--- config.mk ---
export PLATFORM = sky130hd
export DESIGN_NAME = fillscreen
export DESIGN_NICKNAME = d
export VERILOG_FILES = /design/src/design/fill_pkg.sv /design/src/design/fill_scan_counter.sv /design/src/design/fill_control_fsm.sv /design/src/design/fill_pixel_stage.sv /design/src/design/fillscreen.sv
export VERILOG_INCLUDE_DIRS = /design/src /design/src/design
export SDC_FILE = /design/constraint.sdc
export NUM_CORES = 1
export LEC_CHECK = 0
export ABC_AREA = 1
export ABC_CLOCK_PERIOD_IN_PS = 1200
export BUFFER_PORTS_ARGS = -buffer_cell sky130_fd_sc_hd__buf_2
export CAP_MARGIN = 20
export CORE_MARGIN = 10
export CORE_UTILIZATION = 40
export DETAILED_ROUTE_END_ITERATION = 10
export HOLD_SLACK_MARGIN = 0.03
export MAX_ROUTING_LAYER = met4
export PLACE_DENSITY_LB_ADDON = 0.08
export SLEW_MARGIN = 20
export SYNTH_ARGS = -nofsm -noshare
export SYNTH_HDL_FRONTEND = slang
export SYNTH_SLANG_ARGS = --single-unit
--- constraint.sdc ---
create_clock -name clk -period 1.2 [get_ports clk]
set_input_delay 0.18 -clock clk [delete_from_list [all_inputs] [get_ports clk]]
set_output_delay 0.18 -clock clk [all_outputs]
set_load 0.01 [all_outputs]
--- src/design/fill_settings.svh ---
`ifndef FILL_SETTINGS_SVH
`define FILL_SETTINGS_SVH

// Screen geometry for the fill engine
// Frame buffer is 160 columns by 120 rows

// Number of columns across the screen
`define FILL_WIDTH 160

// Number of rows down the screen
`define FILL_HEIGHT 120

// Last column index, where x wraps
`define FILL_LAST_X (`FILL_WIDTH - 1)

// Last row index, where y wraps and x advances
`define FILL_LAST_Y (`FILL_HEIGHT - 1)

// A full pass plots FILL_WIDTH * FILL_HEIGHT pixels
// The scan walks columns, so y is the fast counter
// The colour comes from the low x bits, giving 8-column bands

`endif

--- src/design/fill_pkg.sv ---
`default_nettype none

// Shared types for the screen-fill engine
package fill_pkg;

    // Column coordinate, 0 to 159
    // Eight bits hold the full width
    typedef logic [7:0] pixel_x_t;

    // Row coordinate, 0 to 119
    // Seven bits hold the full height
    typedef logic [6:0] pixel_y_t;

    // Three-bit frame buffer colour
    // Eight colours, one per band
    typedef logic [2:0] colour_t;

    // Fill sequencer states
    typedef enum logic [1:0] {
        // Waiting for start, counters held clear
        IDLE = 2'd0,
        // One pixel per cycle, column by column
        DRAW = 2'd1,
        // Pass finished, done held until start drops
        DONE = 2'd2
    } fill_state_t;

endpackage

`default_nettype wire

--- src/design/fill_scan_counter.sv ---
`timescale 1ns/1ns
`default_nettype none

`include "fill_settings.svh"

// Scan stage
// Walks the screen column by column, y fastest
module fill_scan_counter (
    input  logic               clk,
    input  logic               x_clear,
    input  logic               y_clear,
    input  logic               y_step,
    output fill_pkg::pixel_x_t x_count,
    output fill_pkg::pixel_y_t y_count,
    output logic               last_pixel
);

    import fill_pkg::*;

    // Next count values
    pixel_x_t x_next;
    pixel_y_t y_next;

    // Counter at its last value
    logic     x_at_last;
    logic     y_at_last;

    // End of column and end of row detection
    assign y_at_last = (y_count == pixel_y_t'(`FILL_LAST_Y));
    assign x_at_last = (x_count == pixel_x_t'(`FILL_LAST_X));

    // Final coordinate of the pass
    // Lets the controller stop without comparing coordinates
    assign last_pixel = x_at_last && y_at_last;

    // Next count logic
    always_comb begin
        // Hold by default
        x_next = x_count;
        y_next = y_count;

        if (y_step) begin
            if (y_at_last) begin
                // Column finished, back to the top row
                y_next = '0;
                // x moves on the same step that wraps y
                if (x_at_last) begin
                    x_next = '0;
                end else begin
                    x_next = x_count + 1'b1;
                end
            end else begin
                y_next = y_count + 1'b1;
            end
        end

        // Clears win over the step
        if (y_clear) begin
            y_next = '0;
        end
        if (x_clear) begin
            x_next = '0;
        end
    end

    // Count registers
    // Cleared by the controller while idle
    always_ff @(posedge clk) begin
        x_count <= x_next;
        y_count <= y_next;
    end

endmodule

`default_nettype wire

--- src/design/fill_control_fsm.sv ---
`timescale 1ns/1ns
`default_nettype none

// Control stage
// Sequences idle, draw and done for one fill pass
module fill_control_fsm (
    input  logic clk,
    input  logic rst_n,
    input  logic start,
    input  logic last_pixel,
    output logic x_clear,
    output logic y_clear,
    output logic y_step,
    output logic pixel_valid,
    output logic fill_done
);

    import fill_pkg::*;

    // Current and next state
    fill_state_t state;
    fill_state_t state_next;

    // State register, synchronous active-low reset
    always_ff @(posedge clk) begin
        if (!rst_n) begin
            state <= IDLE;
        end else begin
            state <= state_next;
        end
    end

    // Next state logic
    always_comb begin
        state_next = state;
        case (state)
            IDLE: begin
                // Start level launches a pass
                if (start) begin
                    state_next = DRAW;
                end
            end
            DRAW: begin
                // Start is ignored here, the pass always completes
                if (last_pixel) begin
                    state_next = DONE;
                end
            end
            DONE: begin
                // Wait for start to drop before rearming
                if (!start) begin
                    state_next = IDLE;
                end
            end
            default: begin
                state_next = IDLE;
            end
        endcase
    end

    // Output decode
    always_comb begin
        // Defaults, each state raises only its own strobes
        x_clear     = 1'b0;
        y_clear     = 1'b0;
        y_step      = 1'b0;
        pixel_valid = 1'b0;
        fill_done   = 1'b0;

        case (state)
            IDLE: begin
                // Hold both counters at the origin
                x_clear = 1'b1;
                y_clear = 1'b1;
            end
            DRAW: begin
                // One pixel per cycle
                // Step still fires on the last pixel so the counters wrap to zero
                y_step      = 1'b1;
                pixel_valid = 1'b1;
            end
            DONE: begin
                fill_done = 1'b1;
            end
            default: begin
                // Unused encoding, drives nothing
                fill_done = 1'b0;
            end
        endcase
    end

endmodule

`default_nettype wire

--- src/design/fill_pixel_stage.sv ---
`timescale 1ns/1ns
`default_nettype none

// Pixel output stage
// One register between the scan counters and the frame buffer port
module fill_pixel_stage (
    input  logic               clk,
    input  logic               rst_n,
    input  logic               pixel_valid,
    input  logic               fill_done,
    input  fill_pkg::pixel_x_t x_count,
    input  fill_pkg::pixel_y_t y_count,
    output logic               vga_plot,
    output fill_pkg::pixel_x_t vga_x,
    output fill_pkg::pixel_y_t vga_y,
    output fill_pkg::colour_t  vga_colour,
    output logic               done
);

    import fill_pkg::*;

    // Colour band of the current column
    colour_t colour_band;

    // Low three x bits pick one of eight colours
    // Bands repeat every eight columns
    assign colour_band = x_count[2:0];

    // Plot strobe and done
    // done lines up with the edge where the last plot drops
    always_ff @(posedge clk) begin
        if (!rst_n) begin
            vga_plot <= 1'b0;
            done     <= 1'b0;
        end else begin
            vga_plot <= pixel_valid;
            done     <= fill_done;
        end
    end

    // Pixel coordinates and colour
    // Outputs are zero after reset
    always_ff @(posedge clk) begin
        if (!rst_n) begin
            vga_x      <= '0;
            vga_y      <= '0;
            vga_colour <= '0;
        end else begin
            // Follows the counters every cycle
            // Only meaningful while vga_plot is high
            vga_x      <= x_count;
            vga_y      <= y_count;
            vga_colour <= colour_band;
        end
    end

endmodule

`default_nettype wire

--- src/design/fillscreen.sv ---
`timescale 1ns/1ns
`default_nettype none

// Screen-fill engine top level
// Scan counters feed the output register, the FSM steers both
module fillscreen (
    input  logic               clk,
    input  logic               rst_n,
    input  logic               start,
    output logic               done,
    output fill_pkg::pixel_x_t vga_x,
    output fill_pkg::pixel_y_t vga_y,
    output fill_pkg::colour_t  vga_colour,
    output logic               vga_plot
);

    import fill_pkg::*;

    // Counter controls from the FSM
    logic     x_clear;
    logic     y_clear;
    logic     y_step;

    // Status back from the scan stage
    logic     last_pixel;

    // Current scan position
    pixel_x_t x_count;
    pixel_y_t y_count;

    // Pixel qualifiers into the output stage
    logic     pixel_valid;
    logic     fill_done;

    // Control stage
    fill_control_fsm u_control (
        .clk         (clk),
        .rst_n       (rst_n),
        .start       (start),
        .last_pixel  (last_pixel),
        .x_clear     (x_clear),
        .y_clear     (y_clear),
        .y_step      (y_step),
        .pixel_valid (pixel_valid),
        .fill_done   (fill_done)
    );

    // Scan stage, cleared while idle
    fill_scan_counter u_scan (
        .clk        (clk),
        .x_clear    (x_clear),
        .y_clear    (y_clear),
        .y_step     (y_step),
        .x_count    (x_count),
        .y_count    (y_count),
        .last_pixel (last_pixel)
    );

    // Output stage
    // Adds one cycle from the scan position to the plot
    fill_pixel_stage u_pixel (
        .clk         (clk),
        .rst_n       (rst_n),
        .pixel_valid (pixel_valid),
        .fill_done   (fill_done),
        .x_count     (x_count),
        .y_count     (y_count),
        .vga_plot    (vga_plot),
        .vga_x       (vga_x),
        .vga_y       (vga_y),
        .vga_colour  (vga_colour),
        .done        (done)
    );

endmodule

`default_nettype wire

==> results.yml <==
global_route:
  grt_pass1_vias: 1278
  grt_pass1_wl_um: 5320
  grt_max_degree: 12
  antenna_found_initial: 0
  grt_usage_pct: 11.0
  overflow: 0
timing:
  fin_ws_ns: -0.0852
  finClkSkew_ns: 0.00659
  fin_crit_sh_pct: 107
  hold_ws_ns: 0.0923
  drv_slew: 0
  rsz0062_at_grt: "yes"
  hold_viol: 0
  timing.fmax_mhz: 778
  slew_headroom_pct: 84.6
  period_needed_ns: 1.29
  finalSetupViolCount: 12
  tns_ns: -0.366
  tightestPinTransition_ns: 0.228
worst_hold_path:
  hold_end: "u_control.state[1]"
  hp-start: "start"
  min_path_type: "primary input to flip-flop"
  worstHoldPathCells: 3
die:
  start_util_pct: 41.5
  dieArea_um2: 6250
  die_y_um: 79.1
  core-area_um2: 3360
  pin_count: 23
  row_count: 21
  die_w_um: 79.1
route:
  wl_per_cell_um: 10.6
  ant_nets: 0
  drc: 0
  drt-pass1-iter-count: 4
  routed_wl_um: 3000
  viasPerCell: 4.48
  vias: 1269
  drt_iter0_markers: 63
clock_tree:
  ctsHoldBuffers: 0
  clock_sinks: 34
  htree_num_levels: 2
  clockBufferDepth: 2
  clk_latency_ns: 0.34
  cts_root_buffer: "clkbuf_4"
  clk_pin_slew_ns: 0.10
  numCtsBuffers: 5
  tritoncts: "done"
status:
  failed_checks: "negative setup slack"
  status: "finished with violations"
synth:
  synth.distinct_cells: 24
  synth-seq-cells: 34
  synth_compound_area_share_pct: 4.48
  synthMuxAreaShare_pct: 0
  synth_fa_ha_area_share_pct: 1.79
  synth_xor_xnor_area_share_pct: 1.88
  synth_area_um2: 1400
  synth.net_count: 191
  yosys.area.top_type: "dfxtp_1"
  netlist.area_leader.share_pct: 48.7
  synth.avg_cell_area_um2: 7.51
  yosysSeqAreaShare_pct: 48.7
  yosys_warnings: 0
  syn_inst: 186
  synth-simple-area-share_pct: 29.9
  synth_top_family_by_area: "simple AND/OR/NAND/NOR gates"
  synthTopCellsByArea: "dfxtp_1, nand2_1, inv_1"
setup_path:
  cp-end-kind: "flip-flop"
  reg2reg_slack_ns: -0.09
  setup.worst_path.start: "u_scan.y_count[1]"
  worstPathRequired_ns: 1.44
  crit_chain: "ha_4 > nand2_4 > nor2_4 > nand3_4 > buf_12 > nor2_2 > nand3_1 > nand2_1 > nor2_1"
  worstPathArrival_ns: 1.53
  r2r_start: "u_scan.y_count[1]"
  r2r_end: "u_scan.x_count[5]"
  path_class: "flip-flop to flip-flop"
  reg2reg_depth: 9
  crit_path_start_kind: "flip-flop"
  cpPeakStageDelay_ns: 0.36
  crit_slowest_cell: "dfxtp_2"
  critPathMaxFanout: 9
placement:
  port_buffers: 22
  gp_congestion: 0.850
  hpwl_um: 2270
power:
  p_per_area_nw_per_um2: 1040
  power_leakage_nw: 0.976
  power_mw: 1.99
  ir_worst_vdd_mv: 0.401
cells_and_area:
  multi_input_area_um2: 632
  diodes: 0
  fill_cells: 346
  layout_common_cells: "nand2_1, inv_1, dfxtp_1, buf_4, buf_2"
  final_common_cell: "nand2_1"
  drive_above_1_share_pct: 38.4
  num-nets-final: 241
  seq_area_um2: 687
  area_growth_syn_to_layout_pct: 37.3
job:
  maxCapViolCount: 0
## cell usage after synthesis
| cell type | number |
|---|---|
| a21oi_1 | 5 |
| and3_1 | 1 |
| buf_4 | 3 |
| buf_6 | 1 |
| clkbuf_1 | 2 |
| dfxtp_1 | 34 |
| ha_1 | 2 |
| inv_1 | 35 |
| inv_2 | 3 |
| nand2_1 | 41 |
| nand2_2 | 1 |
| nand2_4 | 2 |
| nand3_1 | 10 |
| nand3_2 | 2 |
| nand4_1 | 3 |
| nor2_1 | 26 |
| nor2_2 | 1 |
| nor2_4 | 1 |
| nor3_1 | 3 |
| nor3_2 | 1 |
| o21ai_0 | 3 |
| o21bai_1 | 1 |
| o31ai_1 | 2 |
| xor2_1 | 3 |
## flip-flops by register name, indices dropped and copies added (netlist names)
signal / flops
u_pixel.vga_colour: 2
u_pixel.done: 1
u_pixel.vga_plot: 1
u_pixel.vga_x: 6
u_pixel.vga_y: 7
u_scan.y_count: 7
u_control.state: 2
u_scan.x_count: 8
## layout make-up
class,count,share of cell area [%]
clock inverter,1,0.261
timing repair buffer,49,17.4
sequential,34,35.8
clock buffer,7,2.87
tap,46,3.00
inverter,38,7.70
multi-input combinational,108,33.0
## timing repair
action,CTS,global route
setup endpoints to repair,10,15
gates resized for setup,7,20
buffers inserted,0,1
pin swaps,0,4
## per-stage QoR
step	util [%]	cell area, um^2	setup slack [ns]	cells
after floorplan	-	1430	0.000358	186
final	57.0	1920	-0.0852	283
after CTS	54.8	1840	-0.119	282
after detailed placement	52.3	1760	-0.101	274
after global placement	52.3	1760	-0.0797	274
after global routing	57.0	1920	-0.182	283
## per-layer routing
layer | track usage [%] | up-vias | part of all wire, %
met4 | 5.91 | 0 | 2.4
li1 | - | 659 | -
met2 | 18.6 | 16 | 51
met1 | 10.5 | 587 | 42
met5 | - | - | 0
met3 | 4.39 | 7 | 5.2
## critical path, delay by kind of cell, from the launching register on
kind / cells / cell delay (ns)
and+or+nand+nor: 7 / 0.50
DFF: 1 / 0.36
adders and majority gates: 1 / 0.16
buffers and inverters: 1 / 0.16
## power breakdown
group          switching [mW]  internal (mW)  leakage, nW
Sequential             0.0136           1.15        0.277
Clock                   0.376          0.284       0.0353
Combinational          0.0930         0.0702        0.664
Total                   0.483           1.50        0.976
## cells by family (layout without fill, tap and decap cells)
family | Yosys count | count (layout)
AOI/OAI and AO/OA | 11 | 11
xor gates and xnor gates | 3 | 3
adders and majority gates | 2 | 2
buffers and inverters | 44 | 95
DFF | 34 | 34
and+or+nand+nor | 92 | 92
## how the worst max path moves through the flow
stage,end,cells past startpoint
2_1_floorplan,u_scan.x_count[5],9
3_5_place_dp,u_scan.x_count[2],9
5_1_grt,u_scan.x_count[7],9
6_report,u_scan.x_count[5],9
3_3_place_gp,u_scan.x_count[2],9
4_1_cts,u_scan.x_count[2],9
(Power assumes the default switching activity.)
